`src/checker_params.svh`:
```
`ifndef CHECKER_PARAMS_SVH
`define CHECKER_PARAMS_SVH

// Datapath widths
`define CHECKER_DATA_W      64
`define CHECKER_INSTR_W     48
`define CHECKER_PROG_AW     8

// Host page read
`define CHECKER_PAGE_WORDS  8
`define CHECKER_HM_TIMEOUT  32

// CSR page, selected by csr_a_i[13:10]
`define CHECKER_CSR_PAGE    4'h0

// Register offsets in csr_a_i[2:0]
`define CHECKER_REG_CTRL    3'd0
`define CHECKER_REG_ADDR_LO 3'd1
`define CHECKER_REG_ADDR_HI 3'd2
`define CHECKER_REG_STATUS  3'd3
`define CHECKER_REG_DATA_LO 3'd4
`define CHECKER_REG_DATA_HI 3'd5

`endif

```
`src/checker_pkg.sv`:
```
`include "checker_params.svh"

package checker_pkg;

  // Auto mode is kept as an encoding only and runs as dummy
  typedef enum logic [1:0] {
    MODE_DUMMY  = 2'd0,
    MODE_SINGLE = 2'd1,
    MODE_AUTO   = 2'd2,
    MODE_READ   = 2'd3
  } mode_e;

  typedef enum logic [7:0] {
    OP_NOP  = 8'd0,
    OP_ADD  = 8'd1,
    OP_XOR  = 8'd2,
    OP_IRQ  = 8'd3,
    OP_END  = 8'd4,
    OP_FAIL = 8'd5
  } op_e;

  typedef struct packed {
    op_e                                op;
    logic [`CHECKER_INSTR_W-9:0]        operand;
  } instr_t;

  typedef struct packed {
    mode_e                              mode;
    logic                               start;
    logic                               irq_clr;
    logic [`CHECKER_DATA_W-1:0]         addr;
  } mode_cmd_t;

  typedef struct packed {
    logic                               done;
    logic                               irq;
    logic                               error;
    logic [`CHECKER_DATA_W-1:0]         data;
  } mode_res_t;

  typedef struct packed {
    logic                               valid;
    logic [`CHECKER_DATA_W-1:0]         addr;
  } hm_req_t;

  typedef struct packed {
    logic                               valid;
    logic [`CHECKER_DATA_W-1:0]         data;
  } hm_rsp_t;

  typedef struct packed {
    logic                               cyc;
    logic                               stb;
    logic                               we;
    logic [31:0]                        adr;
    logic [31:0]                        dat;
  } wb_req_t;

endpackage

```
`src/checker_result.sv`:
```
`include "checker_params.svh"

module checker_result (
  input  logic                   mpu_clk,
  input  logic                   mpu_rst,
  input  checker_pkg::mode_cmd_t cmd_i,
  input  checker_pkg::mode_res_t single_i,
  input  checker_pkg::mode_res_t read_i,
  output checker_pkg::mode_res_t res_o,
  output logic                   irq_o
);

  logic                       dummy_mode;
  logic                       dummy_done_q;
  logic                       done;
  logic                       err;
  logic [`CHECKER_DATA_W-1:0] data;
  logic [`CHECKER_DATA_W-1:0] data_q;
  logic                       err_q;
  logic                       irq_q;

  // Auto runs as dummy
  assign dummy_mode = cmd_i.mode == checker_pkg::MODE_DUMMY ||
                      cmd_i.mode == checker_pkg::MODE_AUTO;

  always_ff @(posedge mpu_clk) begin
    if (mpu_rst) begin
      dummy_done_q <= 1'b0;
    end else begin
      dummy_done_q <= cmd_i.start && dummy_mode;
    end
  end

  assign done = dummy_done_q || single_i.done || read_i.done;
  assign err  = (single_i.done && single_i.error) || (read_i.done && read_i.error);

  // Dummy ends with zero data
  always_comb begin
    if (single_i.done) begin
      data = single_i.data;
    end else if (read_i.done) begin
      data = read_i.data;
    end else begin
      data = '0;
    end
  end

  always_ff @(posedge mpu_clk) begin
    if (mpu_rst || cmd_i.start) begin
      data_q <= '0;
      err_q  <= 1'b0;
    end else if (done) begin
      data_q <= data;
      err_q  <= err;
    end
  end

  always_ff @(posedge mpu_clk) begin
    if (mpu_rst || cmd_i.start || cmd_i.irq_clr) begin
      irq_q <= 1'b0;
    end else if (done || single_i.irq || read_i.irq) begin
      irq_q <= 1'b1;
    end
  end

  assign irq_o = irq_q;

  // Merged end pulse with the held result and irq level
  always_comb begin
    res_o.done  = done;
    res_o.irq   = irq_q;
    res_o.error = err_q;
    res_o.data  = data_q;
  end

endmodule

```
`config.mk`:
```
export PLATFORM = sky130hd
export DESIGN_NAME = checker_result
export DESIGN_NICKNAME = d
export VERILOG_FILES = /design/src/checker_pkg.sv /design/src/checker_result.sv
export VERILOG_INCLUDE_DIRS = /design/src
export SDC_FILE = /design/constraint.sdc
export NUM_CORES = 1
export LEC_CHECK = 0
export ABC_AREA = 1
export BUFFER_PORTS_ARGS = -buffer_cell sky130_fd_sc_hd__buf_2
export CAP_MARGIN = 20
export CELL_PAD_IN_SITES_DETAIL_PLACEMENT = 1
export CELL_PAD_IN_SITES_GLOBAL_PLACEMENT = 2
export CORE_MARGIN = 2
export CORE_UTILIZATION = 18
export CTS_CLUSTER_DIAMETER = 50
export CTS_CLUSTER_SIZE = 28
export DETAILED_ROUTE_END_ITERATION = 7
export GPL_TIMING_DRIVEN = 0
export PLACE_DENSITY = 0.83
export SLEW_MARGIN = 20
export SYNTH_ARGS = -nofsm -noshare
export SYNTH_HDL_FRONTEND = slang
export SYNTH_SLANG_ARGS = --single-unit
export TNS_END_PERCENT = 1
```
`constraint.sdc`:
```
create_clock -name mpu_clk -period 1.1 [get_ports mpu_clk]
set_input_delay 0.11 -clock mpu_clk [delete_from_list [all_inputs] [get_ports mpu_clk]]
set_output_delay 0.11 -clock mpu_clk [all_outputs]
set_load 0.05 [all_outputs]
```
==> results.txt <==
Worst VDD drop = 679 uV
FP Rows = 51
Final Non-Filler Cells = 1069
YS warnings = 0
Max-slew headroom = 64.6%
Routed WL = 13.9 mm
worst-skew pair later-pin latency = 0.34 ns
Pre-antenna DRT Iters = 4
first-pass GRT wire length = 21.6 mm
CTS tree = built
dominant cell type by area after synthesis = dfxtp_1
CP Capture Type = primary output
area grow syn2layout = 51.2%
Post-synth EDFFs = 0
Final Critical Period = 1.18 ns
Vias/cell = 3.96
core area = 19300 um2
Max-Cap Viols = 0
CP Launch Type = register
worst setup margin = -0.0849 ns
Netlist cell types = 14
Final Hold Fails = 0
share of layout cells above drive strength 1 = 33.4%
top cells by area, synth = dfxtp_1 (38%), nand2_1 (14%), nor2_1 (14%)
P_leak = 2.65 nW
final setup vio count = 20
placed cells = 1049
Synth async-reset ratio = 0%
nets = 1002
hold crit path type = in -> reg
grt peak-use layer = met2
H-tree Lvls = 3
Synth Cell Area = 3500 um2
Mapped Nets = 782
fin crit share = 108%
Required @ worst endpoint = 0.99 ns
number of global-route vias before repair = 4240
die width = 144 um
initial antenna violation count = 1
CP arrival = 1.07 ns
Slew @ Worst Pin = 0.530 ns
Post-Syn Instances = 578
Die Y = 144 um
Fin Hold WS = 0.0245 ns
pre-CTS setup slack = -0.219 ns
Starting Density = 18.2%
I/O Buffers = 206
outcome = finished, violations left
Util after Layout = 27.5%
Syn Area/Cell = 6.06 um2
GR Util met2 = 23.2%
met3 usage = 4.53%
io pins = 272
Seq/Total Area, Yosys = 38.3%
met1 Usage GRT = 15.7%
critical path class = reg -> out
Post-synth top flop = dfxtp_1
# DRC = 0
Congestion Overflow GR = 0
ANT nets after route = 0
Clock Path Buffers = 2
Synth top area share = 38.3%
CP max FO = 2
cts bufs inserted = 9
DR vias = 4232
fmax = 0.844 GHz
starting DRC count in detailed routing = 89
DR WL/cell = 13.0 um
clock sink count = 67
largest net degree at the start of global routing = 12
Post-synth top cells = nand2_1 (133), nor2_1 (133), dfxtp_1 (67), a21oi_1 (65), nand3_1 (65)
flop and latch count out of synthesis = 67
GP Congestion = 0.764
Clock transition at path regs = 0.06 ns
Power per Cell Area = 1260 nW/um2
violated checks = negative setup slack
clock root buffer = clkbuf_16
Final Max Tran Viols = 0
GRT Total Usage = 13.5%
DP Wirelength = 10.8 mm
skew final = 0.00592 ns
# fillers = 2544
Power, Total = 0.00668 W
RSZ-0062 raised after global routing = yes
die area = 20600 um2
where the power goes:
group / leakage (nW) / total, W / internal (W) / switching [W]
Clock: 0.132 / 0.00262 / 0.00150 / 0.00112
Combinational: 1.97 / 0.00149 / 0.000522 / 0.000965
Sequential: 0.548 / 0.00258 / 0.00253 / 0.0000492
Total: 2.65 / 0.00668 / 0.00455 / 0.00213
registers in the layout, summed over array words and instances, names as in the netlist:
signal	flops
data_q	64
irq_o	1
err_q	1
dummy_done_q	1
per-stage QoR:
stage	setup TNS, ns	area [um2]
after floorplan	0	3500
after global placement	-10.80	4870
after detailed placement	-10.96	4870
after CTS	-2.81	5220
after global routing	-3.21	5300
final	-0.264	5300
path summary, 6_finish.rpt:
path	from	endpoint	slack (ns)	cells past startpoint
worst min-delay path	cmd_i[64]	irq_o$_SDFFE_PP0P_	0.02	3
worst max register to register	dummy_done_q$_SDFF_PP0_	data_q[23]$_SDFFE_PP0P_	-0.02	6
worst min register to register	data_q[30]$_SDFFE_PP0P_	data_q[30]$_SDFFE_PP0P_	0.48	2
worst max-delay path	dummy_done_q$_SDFF_PP0_	res_o[66]	-0.08	4
placed cells by master, fill, tap and decap left out, drive strengths merged:
master,count
clkinv,54
inv,19
clkinvlp,1
dlygate4sd3,2
buf,232
or2,1
nor2,133
diode,1
nand2,133
a21oi,65
nor3b,1
clkbuf,30
nand3,65
dfxtp,67
worst max-delay path: stages (launching register included):
cell and delay (ns):
dfxtp_2 0.32, nor2_4 0.09, buf_6 0.12, nand2_4 0.05, buf_8 0.16
per-layer routing:
layer  part of all wire [%]  wire length (um)  up-vias
met3                    7.9              1090       15
met4                    1.8               247        0
li1                       -                 -     2209
met2                     47              6520      128
met5                      0                 0        -
met1                     44              6050     1880
logic make-up after synthesis:
| family | count (synthesis) | synth area share [%] |
|---|---|---|
| flip-flops | 67 | 38.3 |
| AO/OA/AOI/OAI | 65 | 9.28 |
| buffers and inverters | 113 | 14.3 |
| AND/OR/NAND/NOR | 333 | 38.2 |
layout make-up:
type	count	area (um2)	area share (%)
timing repair buffer	210	1140	21.4
multi-input combinational	398	1690	32.0
sequential	67	1340	25.4
clock buffer	10	229	4.32
tap	265	332	6.26
clock inverter	6	32.5	0.614
antenna	1	2.50	0.0472
buffer	44	274	5.17
inverter	68	255	4.82
timing repair:
action,CTS,global route
buffers inserted,2,0
pin swaps,1,1
gates resized for setup,20,28
endpoints found under the setup margin,55,77
endpoints found under the hold margin,1,0
hold buffers,2,0
Note: power is estimated with default switching activity, not from simulation.
