### src/checker_params.svh
`ifndef CHECKER_PARAMS_SVH
`define CHECKER_PARAMS_SVH

// Datapath widths
`define CHECKER_DATA_W      64
`define CHECKER_INSTR_W     48
`define CHECKER_PROG_AW     8

// Host page read
`define CHECKER_PAGE_WORDS  8
`define CHECKER_HM_TIMEOUT  32

// CSR page, selected by csr_a_i[13:10]
`define CHECKER_CSR_PAGE    4'h0

// Register offsets in csr_a_i[2:0]
`define CHECKER_REG_CTRL    3'd0
`define CHECKER_REG_ADDR_LO 3'd1
`define CHECKER_REG_ADDR_HI 3'd2
`define CHECKER_REG_STATUS  3'd3
`define CHECKER_REG_DATA_LO 3'd4
`define CHECKER_REG_DATA_HI 3'd5

`endif

### src/checker_pkg.sv
`include "checker_params.svh"

package checker_pkg;

  // Auto mode is kept as an encoding only and runs as dummy
  typedef enum logic [1:0] {
    MODE_DUMMY  = 2'd0,
    MODE_SINGLE = 2'd1,
    MODE_AUTO   = 2'd2,
    MODE_READ   = 2'd3
  } mode_e;

  typedef enum logic [7:0] {
    OP_NOP  = 8'd0,
    OP_ADD  = 8'd1,
    OP_XOR  = 8'd2,
    OP_IRQ  = 8'd3,
    OP_END  = 8'd4,
    OP_FAIL = 8'd5
  } op_e;

  typedef struct packed {
    op_e                                op;
    logic [`CHECKER_INSTR_W-9:0]        operand;
  } instr_t;

  typedef struct packed {
    mode_e                              mode;
    logic                               start;
    logic                               irq_clr;
    logic [`CHECKER_DATA_W-1:0]         addr;
  } mode_cmd_t;

  typedef struct packed {
    logic                               done;
    logic                               irq;
    logic                               error;
    logic [`CHECKER_DATA_W-1:0]         data;
  } mode_res_t;

  typedef struct packed {
    logic                               valid;
    logic [`CHECKER_DATA_W-1:0]         addr;
  } hm_req_t;

  typedef struct packed {
    logic                               valid;
    logic [`CHECKER_DATA_W-1:0]         data;
  } hm_rsp_t;

  typedef struct packed {
    logic                               cyc;
    logic                               stb;
    logic                               we;
    logic [31:0]                        adr;
    logic [31:0]                        dat;
  } wb_req_t;

endpackage

### src/checker_single.sv
`include "checker_params.svh"

module checker_single (
  input  logic                        mpu_clk,
  input  logic                        mpu_rst,
  input  checker_pkg::mode_cmd_t      cmd_i,
  output logic [`CHECKER_PROG_AW-1:0] rd_addr_o,
  input  checker_pkg::instr_t         rd_data_i,
  output checker_pkg::mode_res_t      res_o
);

  typedef enum logic [1:0] {
    S_IDLE,
    S_FETCH,
    S_EXEC
  } state_e;

  state_e                      state_q;
  logic [`CHECKER_PROG_AW-1:0] pc_q;
  logic [`CHECKER_DATA_W-1:0]  acc_q;
  logic [`CHECKER_DATA_W-1:0]  operand;
  logic                        start;
  logic                        op_end;
  logic                        op_fail;
  logic                        stop;
  logic                        done_q;
  logic                        irq_q;
  logic                        err_q;

  assign start   = cmd_i.start && cmd_i.mode == checker_pkg::MODE_SINGLE;
  assign operand = `CHECKER_DATA_W'(rd_data_i.operand);
  assign op_end  = rd_data_i.op == checker_pkg::OP_END;
  assign op_fail = rd_data_i.op == checker_pkg::OP_FAIL;
  // Running off the last word is an error
  assign stop    = op_end || op_fail || pc_q == '1;

  always_ff @(posedge mpu_clk) begin
    if (mpu_rst) begin
      state_q <= S_IDLE;
      pc_q    <= '0;
      done_q  <= 1'b0;
      irq_q   <= 1'b0;
      err_q   <= 1'b0;
    end else begin
      done_q <= 1'b0;
      irq_q  <= 1'b0;
      case (state_q)
        S_IDLE: begin
          if (start) begin
            pc_q    <= cmd_i.addr[`CHECKER_PROG_AW-1:0];
            state_q <= S_FETCH;
          end
        end
        // Memory read takes this cycle
        S_FETCH: state_q <= S_EXEC;
        S_EXEC: begin
          irq_q <= rd_data_i.op == checker_pkg::OP_IRQ;
          if (stop) begin
            done_q  <= 1'b1;
            err_q   <= !op_end;
            state_q <= S_IDLE;
          end else begin
            pc_q    <= pc_q + 1'b1;
            state_q <= S_FETCH;
          end
        end
        default: state_q <= S_IDLE;
      endcase
    end
  end

  always_ff @(posedge mpu_clk) begin
    if (start) begin
      acc_q <= '0;
    end else if (state_q == S_EXEC) begin
      case (rd_data_i.op)
        checker_pkg::OP_ADD: acc_q <= acc_q + operand;
        checker_pkg::OP_XOR: acc_q <= acc_q ^ operand;
        default: ;
      endcase
    end
  end

  assign rd_addr_o = pc_q;

  always_comb begin
    res_o.done  = done_q;
    res_o.irq   = irq_q;
    res_o.error = err_q;
    res_o.data  = acc_q;
  end

endmodule

### config.mk
export PLATFORM = sky130hd
export DESIGN_NAME = checker_single
export DESIGN_NICKNAME = d
export VERILOG_FILES = /design/src/checker_pkg.sv /design/src/checker_single.sv
export VERILOG_INCLUDE_DIRS = /design/src
export SDC_FILE = /design/constraint.sdc
export NUM_CORES = 1
export LEC_CHECK = 0
export BUFFER_PORTS_ARGS = -buffer_cell sky130_fd_sc_hd__buf_2
export CAP_MARGIN = 20
export CELL_PAD_IN_SITES_DETAIL_PLACEMENT = 0
export CELL_PAD_IN_SITES_GLOBAL_PLACEMENT = 1
export CORE_UTILIZATION = 33
export CTS_CLUSTER_DIAMETER = 30
export CTS_CLUSTER_SIZE = 40
export DETAILED_ROUTE_END_ITERATION = 16
export PLACE_DENSITY = 0.87
export SYNTH_ARGS = -nofsm -noshare
export SYNTH_HDL_FRONTEND = slang
export SYNTH_SLANG_ARGS = --single-unit
### constraint.sdc
create_clock -name mpu_clk -period 2.7 [get_ports mpu_clk]
set_input_delay 0.135 -clock mpu_clk [delete_from_list [all_inputs] [get_ports mpu_clk]]
set_output_delay 0.135 -clock mpu_clk [all_outputs]
set_load 0.005 [all_outputs]
==> metrics.md <==
| Metric | Value |
|---|---|
| Run status | finished, violations left |
| Failing checks | negative setup slack |
| Highest-delay cell along the critical path | dfxtp_4 |
| Worst Setup Slack post-DPL | -0.250 ns |
| Most frequent cells in the layout | buf_2, buf_4, nor2_1 |
| Core ar. | 0.0172 mm² |
| Startpoint types | register |
| RSZ-0062 raised after global routing | yes |
| Tmin final | 2.75 ns |
| Reg-to-reg endpoint | acc_q[7] |
| Min-delay src | cmd_i[1] |
| Drt first-iter violations | 302 |
| Most frequent cell on the critical path | buf_4 |
| Simple-gate share of the synthesized area | 0.217 |
| CTS tree | built |
| Worst-path clk slew | 0.07 ns |
| Port bufs | 135 |
| Crit path depth | 17 |
| Endpoint class of the critical path | register |
| Max VDD drop | 0.320 mV |
| Synth Area in XOR/XNOR | 0.0666 |
| Synth Area per Inst | 7.99 µm² |
| Largest family of logic cells by synthesized area | compound AO/OA/AOI/OAI gates |
| Cell depth of the worst flop-to-flop path | 17 |
| DRC Markers | 0 |
| Final nets | 1,111 |
| Post-route ant nets | 0 |
| Hold Fails Final Rpt | 0 |
| Worst-Margin Slew | 1.22 ns |
| Die W | 134 µm |
| Largest net degree at the start of global routing | 34 |
| Post-synthesis sequential area ratio | 0.266 |
| P_leak | 3.79 nW |
| Slowest cell delay on critical path | 0.37 ns |
| #FFs+latches synth | 77 |
| Mapped cell area | 0.00579 mm² |
| CP max FO | 3 |
| Util after Layout | 0.482 |
| Post-CTS Hold Fix Bufs | 0 |
| Drt via density | 5.34 |
| Mux cell area share after synthesis | 0.00692 |
| Boundary Pins | 193 |
| Antenna violations before repair | 0 |
| Hpwl dp | 13.3 mm |
| Final setup fails | 5 |
| Area grow syn2layout | 43.5% |
| Crit path kind | reg2reg |
| Hold path cells | 3 |
| Fmax | 363 MHz |
| Worst-skew pair later-pin latency | 0.36 ns |
| CTS buffer count | 9 |
| Initial Utilization | 0.336 |
| R2r startpoint | acc_q[1] |
| Unique masters post-synth | 73 |
| WL per Instance | 15.7 µm |
| Area after DPL | 0.00736 mm² |
| Worst Path Buf+Inv | 8 |
| Die area | 0.0181 mm² |
| Min-delay worst type | in2reg |
| Mapped Nets | 884 |
| YS warnings | 0 |
| Final slew viol count | 0 |
| H-tree depth | 3 |
| Clock Skew | 0.0108 ns |
| Asr flop ratio synth | 0 |
| DIE HEIGHT | 134 µm |
| CP Data Arrival Time | 3.03 ns |
| Row count | 48 |
| CP delay by family, top | buffers and inverters |
| 1st-pass router iterations | 5 |
| FF-to-FF setup slack | -0.05 ns |
| CTS Root Cell | clkbuf_16 |
| Fin crit share | 1.02 |
| Layout cell share with drive strength beyond 1 | 0.380 |
| Worst EP required | 2.97 ns |
| Ys flop type | dfxtp_1 |
| CTS Sinks | 77 |
| Clock Path Buffers | 2 |
| Number of flops mapped to enable cells by yosys | 0 |
| Crit-path cells | ha_4 > a21o_1 > nand4_1 > buf_4 > buf_4 > buf_4 > buf_4 > buf_4 > buf_4 > buf_4 > buf_4 > nand2_1 > a21o_1 > a21oi_1 > nor2_1 > xnor2_1 > a211oi_1 |
| Fillers | 1,647 |
| Placed insts | 1,144 |
| Complex-gate fraction of the synthesized area | 0.303 |
| Power per cell area | 336 mW/mm² |
| Fin area | 0.00830 mm² |
| Hold WS | 0.0429 ns |
| Final GP Congestion | 0.891 |
| Via count | 6,310 |
| Final cell count without fillers | 1,182 |
| Cells after synthesis | 724 |
| Routed wire length | 18.6 mm |
| MaxCap Viol Count | 0 |
| Vias in the first global route | 5,952 |
| GRT Util Overall | 0.202 |
| Setup ws final | -0.0547 ns |
| Adder-cell area share of the yosys netlist | 0.0921 |
| GR Overflow Total | 0 |
| Slew headroom | 0.184 |
| First-pass GRT wire length | 29.3 mm |
| WHS Endpoint | rd_addr_o[1] |
| Commonest non-fill, non-tap cell in the layout | buf_2 |
logic make-up (layout without fill, tap and decap cells):
kind of cell             after synthesis  after routing
XOR/XNOR                              44             44
multiplexers                           4              4
AO/OA/AOI/OAI                        246            246
AND/OR/NAND/NOR                      253            253
adder cells (fa/ha/maj)               42             42
buffers and inverters                 58            290
flip-flops                            77             77
other                                  0              1
flip-flops by register name, indices dropped and copies added, names as in the netlist:
| register | cells |
|---|---|
| err_q | 1 |
| rd_addr_o | 8 |
| state_q | 2 |
| acc_q | 64 |
| irq_q | 1 |
| done_q | 1 |
per-layer routing:
layer,GRT usage,routed length (µm),vias to the layer above
met3,0.0499,1060,27
met1,0.252,8280,2991
met2,0.344,8930,147
li1,-,-,3145
met4,0.0581,305,0
met5,0,0,-
final cells by class:
class / count / area [µm²] / area share
Clock buffer: 9 / 225 / 0.0271
Antenna cell: 1 / 2.50 / 0.000301
Inverter: 6 / 22.5 / 0.00271
Clock inverter: 7 / 80.1 / 0.00964
Sequential cell: 77 / 1550 / 0.187
Multi-Input combinational cell: 589 / 4420 / 0.533
Tap cell: 225 / 282 / 0.0339
Timing Repair Buffer: 268 / 1720 / 0.207
metrics by stage:
step / TNS, ns / total power, mW
after CTS: -0.101 / 2.81
after global routing: -2.62 / 2.89
after global placement: -1.59 / 1.49
final: -0.129 / 2.79
after detailed placement: -2.45 / 1.49
after floorplan: 0 / 1.34
worst min-delay path: stages:
cell      delay, ns
buf_2          0.09
nand2_1        0.04
a311oi_1       0.07
worst max path at each step:
stage / startpoint / end / slack (ns)
3_3_place_gp: acc_q[18] / acc_q[39] / -0.25
5_1_grt: acc_q[1] / acc_q[7] / -0.20
2_1_floorplan: acc_q[0] / acc_q[58] / 0.01
6_report: acc_q[1] / acc_q[7] / -0.05
4_1_cts: acc_q[13] / acc_q[48] / -0.05
3_5_place_dp: acc_q[18] / acc_q[39] / -0.25
where the power goes:
part	switching, mW	total, mW	internal, mW	leakage (nW)
clock	0.571	1.30	0.729	0.143
sequential	0.00915	1.15	1.14	0.623
combinational	0.182	0.342	0.160	3.02
timing repair:
item / in CTS / in global routing
gates resized for setup: 43 / 44
endpoints found under the setup margin: 21 / 38
buffers inserted: 16 / 6
pin swaps: 22 / 27
Yosys cell counts, types with 6 or more instances:
cell | number | area share
a211oi_1 | 41 | 0.053
a21o_1 | 41 | 0.053
a21oi_1 | 63 | 0.054
and3_1 | 8 | 0.0087
and4_1 | 6 | 0.0091
buf_2 | 15 | 0.013
clkbuf_1 | 28 | 0.018
dfxtp_1 | 77 | 0.27
ha_1 | 41 | 0.089
inv_1 | 6 | 0.0039
nand2_1 | 69 | 0.045
nand2b_1 | 11 | 0.012
nand3_1 | 18 | 0.016
nand4_1 | 21 | 0.023
nor2_1 | 76 | 0.049
nor3_1 | 8 | 0.0069
o211ai_1 | 6 | 0.0078
o21a_1 | 8 | 0.010
o21ai_0 | 32 | 0.028
xnor2_1 | 27 | 0.041
xor2_1 | 17 | 0.026
(Power assumes the default switching activity.)
