### config.mk
export PLATFORM = sky130hd
export DESIGN_NAME = checker_ctlif
export DESIGN_NICKNAME = d
export VERILOG_FILES = /design/src/checker_pkg.sv /design/src/checker_ctlif.sv
export VERILOG_INCLUDE_DIRS = /design/src
export SDC_FILE = /design/constraint.sdc
export NUM_CORES = 1
export LEC_CHECK = 0
export ABC_AREA = 1
export BUFFER_PORTS_ARGS = -buffer_cell sky130_fd_sc_hd__buf_4
export CORE_ASPECT_RATIO = 0.5
export CORE_MARGIN = 1.5
export CORE_UTILIZATION = 35
export CTS_CLUSTER_DIAMETER = 120
export DETAILED_ROUTE_END_ITERATION = 8
export GPL_TIMING_DRIVEN = 1
export SYNTH_ARGS = -nofsm -noshare
export SYNTH_HDL_FRONTEND = slang
export SYNTH_SLANG_ARGS = --single-unit
### constraint.sdc
create_clock -name mpu_clk -period 1.16 [get_ports mpu_clk]
set_input_delay 0.232 -clock mpu_clk [delete_from_list [all_inputs] [get_ports mpu_clk]]
set_output_delay 0.232 -clock mpu_clk [all_outputs]
set_load 0.02 [all_outputs]
### src/checker_params.svh
`ifndef CHECKER_PARAMS_SVH
`define CHECKER_PARAMS_SVH

// Datapath widths
`define CHECKER_DATA_W      64
`define CHECKER_INSTR_W     48
`define CHECKER_PROG_AW     8

// Host page read
`define CHECKER_PAGE_WORDS  8
`define CHECKER_HM_TIMEOUT  32

// CSR page, selected by csr_a_i[13:10]
`define CHECKER_CSR_PAGE    4'h0

// Register offsets in csr_a_i[2:0]
`define CHECKER_REG_CTRL    3'd0
`define CHECKER_REG_ADDR_LO 3'd1
`define CHECKER_REG_ADDR_HI 3'd2
`define CHECKER_REG_STATUS  3'd3
`define CHECKER_REG_DATA_LO 3'd4
`define CHECKER_REG_DATA_HI 3'd5

`endif

### src/checker_pkg.sv
`include "checker_params.svh"

package checker_pkg;

  // Auto mode is kept as an encoding only and runs as dummy
  typedef enum logic [1:0] {
    MODE_DUMMY  = 2'd0,
    MODE_SINGLE = 2'd1,
    MODE_AUTO   = 2'd2,
    MODE_READ   = 2'd3
  } mode_e;

  typedef enum logic [7:0] {
    OP_NOP  = 8'd0,
    OP_ADD  = 8'd1,
    OP_XOR  = 8'd2,
    OP_IRQ  = 8'd3,
    OP_END  = 8'd4,
    OP_FAIL = 8'd5
  } op_e;

  typedef struct packed {
    op_e                                op;
    logic [`CHECKER_INSTR_W-9:0]        operand;
  } instr_t;

  typedef struct packed {
    mode_e                              mode;
    logic                               start;
    logic                               irq_clr;
    logic [`CHECKER_DATA_W-1:0]         addr;
  } mode_cmd_t;

  typedef struct packed {
    logic                               done;
    logic                               irq;
    logic                               error;
    logic [`CHECKER_DATA_W-1:0]         data;
  } mode_res_t;

  typedef struct packed {
    logic                               valid;
    logic [`CHECKER_DATA_W-1:0]         addr;
  } hm_req_t;

  typedef struct packed {
    logic                               valid;
    logic [`CHECKER_DATA_W-1:0]         data;
  } hm_rsp_t;

  typedef struct packed {
    logic                               cyc;
    logic                               stb;
    logic                               we;
    logic [31:0]                        adr;
    logic [31:0]                        dat;
  } wb_req_t;

endpackage

### src/checker_ctlif.sv
`include "checker_params.svh"

module checker_ctlif (
  input  logic                   mpu_clk,
  input  logic                   mpu_rst,
  input  logic [13:0]            csr_a_i,
  input  logic                   csr_we_i,
  input  logic [31:0]            csr_di_i,
  output logic [31:0]            csr_do_o,
  input  checker_pkg::mode_res_t res_i,
  output checker_pkg::mode_cmd_t cmd_o,
  output logic                   busy_o
);

  logic               csr_sel;
  logic [2:0]         reg_off;
  logic               cfg_we;
  logic               start_req;
  checker_pkg::mode_e mode_q;
  logic [31:0]        addr_lo_q;
  logic [31:0]        addr_hi_q;
  logic               start_q;
  logic               irq_clr_q;
  logic               busy_q;
  logic [31:0]        rd_data;

  assign csr_sel   = csr_a_i[13:10] == `CHECKER_CSR_PAGE;
  assign reg_off   = csr_a_i[2:0];
  // Mode and address are frozen during a run
  assign cfg_we    = csr_sel && csr_we_i && !busy_q;
  assign start_req = cfg_we && reg_off == `CHECKER_REG_CTRL && csr_di_i[0];

  always_ff @(posedge mpu_clk) begin
    if (mpu_rst) begin
      mode_q    <= checker_pkg::MODE_DUMMY;
      addr_lo_q <= '0;
      addr_hi_q <= '0;
    end else if (cfg_we) begin
      case (reg_off)
        `CHECKER_REG_CTRL:    mode_q <= checker_pkg::mode_e'(csr_di_i[2:1]);
        `CHECKER_REG_ADDR_LO: addr_lo_q <= csr_di_i;
        `CHECKER_REG_ADDR_HI: addr_hi_q <= csr_di_i;
        default: ;
      endcase
    end
  end

  always_ff @(posedge mpu_clk) begin
    if (mpu_rst) begin
      start_q   <= 1'b0;
      irq_clr_q <= 1'b0;
      busy_q    <= 1'b0;
    end else begin
      start_q   <= start_req;
      irq_clr_q <= csr_sel && csr_we_i && reg_off == `CHECKER_REG_STATUS;
      if (start_req) begin
        busy_q <= 1'b1;
      end else if (res_i.done) begin
        busy_q <= 1'b0;
      end
    end
  end

  always_comb begin
    case (reg_off)
      `CHECKER_REG_CTRL:    rd_data = {29'd0, mode_q, 1'b0};
      `CHECKER_REG_ADDR_LO: rd_data = addr_lo_q;
      `CHECKER_REG_ADDR_HI: rd_data = addr_hi_q;
      `CHECKER_REG_STATUS:  rd_data = {29'd0, res_i.irq, res_i.error, busy_q};
      `CHECKER_REG_DATA_LO: rd_data = res_i.data[31:0];
      `CHECKER_REG_DATA_HI: rd_data = res_i.data[63:32];
      default:              rd_data = '0;
    endcase
  end

  // Registered readback, one cycle after the address
  always_ff @(posedge mpu_clk) begin
    if (mpu_rst) begin
      csr_do_o <= '0;
    end else begin
      csr_do_o <= csr_sel ? rd_data : '0;
    end
  end

  always_comb begin
    cmd_o.mode    = mode_q;
    cmd_o.start   = start_q;
    cmd_o.irq_clr = irq_clr_q;
    cmd_o.addr    = {addr_hi_q, addr_lo_q};
  end

  assign busy_o = busy_q;

endmodule

==> summary.md <==
| Metric | Value |
|---|---|
| Outcome | finished, violations left |
| Failing checks | setup timing |
| Final Wtd Congestion | 0.7849 |
| Commonest non-fill, non-tap cell in the layout | buf_4 |
| Crit path max fanout | 24 |
| Vias in the first global route | 4,524 |
| Die Width | 169.6 um |
| Worst Path Buf+Inv | 1 |
| Final Setup Violations | 68 |
| DR vias | 5,060 |
| Die ar. | 14,640 sq um |
| Drt first pass iters | 4 |
| Wirelength, routed | 14.65 mm |
| FF-to-FF path depth | 7 |
| Post-synthesis mux area share | 0% |
| CP Data Required Time | 1.40 ns |
| Worst reg2reg path startpoint | busy_o$_SDFFE_PP0P_ |
| Final count of hold timing violations | 0 |
| Total GRT Usage | 19.83% |
| Compound-gate portion of the synthesized area | 4.225% |
| Layout cells sized above 1 | 30.95% |
| Grt ovf | 0 |
| Yosys Warn Count | 0 |
| R2r setup slk | -0.06 ns |
| Maximum achievable frequency | 0.8217 GHz |
| Post-synthesis simple-gate area fraction | 41.60% |
| Most frequent cells in the layout | buf_4 (234), nand2_1 (231), nor2_1 (195), dfxtp_1 (97), inv_1 (65) |
| Root Driver | clkbuf_16 |
| Critical Path Stages | 7 |
| Hold-fix buffers, CTS | 0 |
| Synthesized cell area | 4857 sq um |
| Fin area | 7126 sq um |
| Iter 0 DRT Violations | 271 |
| Crit path DAT | 1.46 ns |
| Worst Setup End Kind | flip-flop |
| Core Region | 13,550 sq um |
| WHS Path Cells | 3 |
| Sequential share of power | 46.9% |
| Distinct cells, synth | 27 |
| Switch Pwr | 1.782 mW |
| CTS buffer count | 9 |
| Fin crit period | 1.217 ns |
| CTS tree | done |
| Mapped Avg Cell Area | 6.599 sq um |
| Antenna-violating nets left | 0 |
| Crit path to | addr_hi_q[9]$_SDFFE_PP0P_ |
| Leak pwr | 3.407 nW |
| Worst-path clk slew | 0.07 ns |
| Pwr Total | 7.424 mW |
| Register area share after synthesis | 41.63% |
| Final Cycle Share | 104.9% |
| Final Max Slew Viols | 0 |
| Worst path top cell family by delay | simple AND/OR/NAND/NOR gates |
| Clock Tree Buf Depth | 2 |
| Synth Area in XOR/XNOR | 0% |
| Adder-cell share of the synthesized area | 0% |
| CP max stage delay | 0.35 ns |
| RSZ-0062 raised after global routing | true |
| Placed cell area | 6795 sq um |
| R2R Path End | addr_hi_q[9]$_SDFFE_PP0P_ |
| DRC viols | 0 |
| Post-DP HPWL | 11.01 mm |
| Largest family of logic cells by synthesized area | simple AND/OR/NAND/NOR gates |
| Clock power frac | 41.7% |
| Fillcell total | 1,376 |
| Seq cells post-synth | 101 |
| Setup tns final | -2.541 ns |
| Port Buffer Count | 209 |
| Critical path class | flip-flop to flip-flop |
| Final Worst Setup Slack | -0.05697 ns |
| Worst Setup Start Kind | flip-flop |
| Drt wl/cell | 12.80 um |
| Clock sink count | 101 |
| Post-Syn Nets | 852 |
| Critical path, cell by cell | nor2_4 -> nand3_4 -> nor2_8 -> buf_12 -> nand2_1 -> nand2_1 -> nor2_1 |
| PD cells | 1042 nW/um^2 |
| # nets final | 1,064 |
| IO Count | 217 |
| Hold Slack | 0.1476 ns |
| Total of max-cap violations | 0 |
| Least-Margin Pin Slew | 0.4252 ns |
| CP dominant cell by count | nand2_1 |
| Net Sw Frac | 24.01% |
| Ant. Diodes | 0 |
| Clock skew | 0.007526 ns |
| Clock network latency to the later pin of the worst-skew pair | 0.34 ns |
| Initial antenna violation count | 0 |
| P&R area growth vs syn | 46.70% |
| Post-Synthesis Cells | 736 |
| Relative slew slack | 71.65% |
| First-pass GRT wire length | 22.83 mm |
| Vias per cell | 4.419 |
| Largest net degree at the start of global routing | 39 |
| Peak supply drop | 731.3 uV |
| Critical-path cell with the highest stage delay | dfxtp_4 |
| Chip height | 86.30 um |
| Worst Hold Class | primary input to flip-flop |
| Rows | 30 |
| Int Pwr | 5.642 mW |
| Initial Util | 35.84% |
| Combinational fraction of design power | 11.4% |
| Hold Startpoint | res_i[66] |
| Critical path startpoint | busy_o$_SDFFE_PP0P_ |
| Clock H-tree levels | 3 |
[power by group through the flow]
stage / Clock [mW] / Combinational (mW) / Sequential [mW]
after floorplan: 0 / 0.367 / 3.58
after global placement: 0 / 0.840 / 3.56
after detailed placement: 0 / 0.847 / 3.56
after CTS: 3.18 / 0.851 / 3.48
after global routing: 3.31 / 0.929 / 3.48
final: 3.09 / 0.849 / 3.48
[through the flow]
| stage | worst slack [ns] | utilization, % | instances |
|---|---|---|---|
| floorplan | -0.02105 | - | 736 |
| global placement | -0.1767 | 50.15 | 1128 |
| detailed placement | -0.1918 | 50.15 | 1128 |
| CTS | -0.06894 | 52.49 | 1144 |
| global route | -0.1611 | 52.59 | 1145 |
| finish | -0.05697 | 52.59 | 1145 |
[cell usage after synthesis]
master | count | area (sq um)
a21oi_1 | 2 | 10.01
buf_1 | 6 | 22.52
buf_2 | 5 | 25.02
buf_4 | 10 | 75.07
buf_6 | 16 | 180.2
clkbuf_1 | 10 | 37.54
clkinv_1 | 1 | 3.750
clkinv_4 | 1 | 8.760
dfxtp_1 | 101 | 2022
inv_1 | 65 | 244.0
inv_2 | 1 | 3.750
inv_6 | 1 | 8.760
nand2_1 | 231 | 867.1
nand3_1 | 6 | 30.03
nand3_2 | 1 | 10.01
nand3_4 | 2 | 35.03
nand3b_1 | 1 | 7.510
nand4_1 | 40 | 250.2
nor2_1 | 197 | 739.5
nor2_2 | 4 | 25.02
nor2_8 | 2 | 40.04
nor3_2 | 1 | 10.01
nor4_1 | 1 | 6.260
o21ai_0 | 19 | 95.09
o21ai_1 | 1 | 5.000
o21ai_2 | 10 | 87.58
o21bai_1 | 1 | 7.510
[state kept, by name (all words and copies together) (netlist names)]
register   count
busy_o         1
start_q        1
addr_hi_q     32
irq_clr_q      1
mode_q         2
addr_lo_q     32
csr_do_o      32
[routing by layer]
metal	wire, um	global-route usage (%)	vias up
met3	719	4.247	11
met2	7052	34.84	125
li1	-	-	2654
met4	148	4.264	0
met1	6733	25.23	2270
met5	0	0	-
[final cells by class]
class	instances	area [sq um]	share of cell area, %
well taps	192	240.2	3.371
inverters	69	269.0	3.775
multi-input cells	519	2246	31.52
clock inverters	4	35.03	0.4917
repair buffers	248	2028	28.46
clock buffers	12	277.8	3.898
flip-flops and latches	101	2029	28.48
[kinds of logic (layout without fill, tap and decap cells)]
| family | after synthesis | after routing |
|---|---|---|
| and+or+nand+nor | 486 | 486 |
| buffers and inverters | 116 | 333 |
| DFF | 101 | 101 |
| AOI/OAI and AO/OA | 33 | 33 |
[tightest hold or removal path: cells and delay by family]
kind / cells / cell delay, ns
buffers and inverters: 1 / 0.08
AND/OR/NAND/NOR: 1 / 0.08
AO/OA/AOI/OAI: 1 / 0.06
[worst min-delay path by stage]
stage | endpoint | slack, ns
2_1_floorplan | start_q$_SDFF_PP0_ | 0.38
3_3_place_gp | addr_lo_q[20]$_SDFFE_PP0P_ | 0.49
3_5_place_dp | addr_lo_q[20]$_SDFFE_PP0P_ | 0.49
4_1_cts | busy_o$_SDFFE_PP0P_ | 0.14
5_1_grt | busy_o$_SDFFE_PP0P_ | 0.15
6_report | busy_o$_SDFFE_PP0P_ | 0.15
[repair_timing]
action	CTS	global route
setup buffers	0	1
pin swaps	1	0
setup endpoints to repair	66	70
resized for setup	2	3
cloned	0	0
Note: power is estimated with default switching activity, not from simulation.
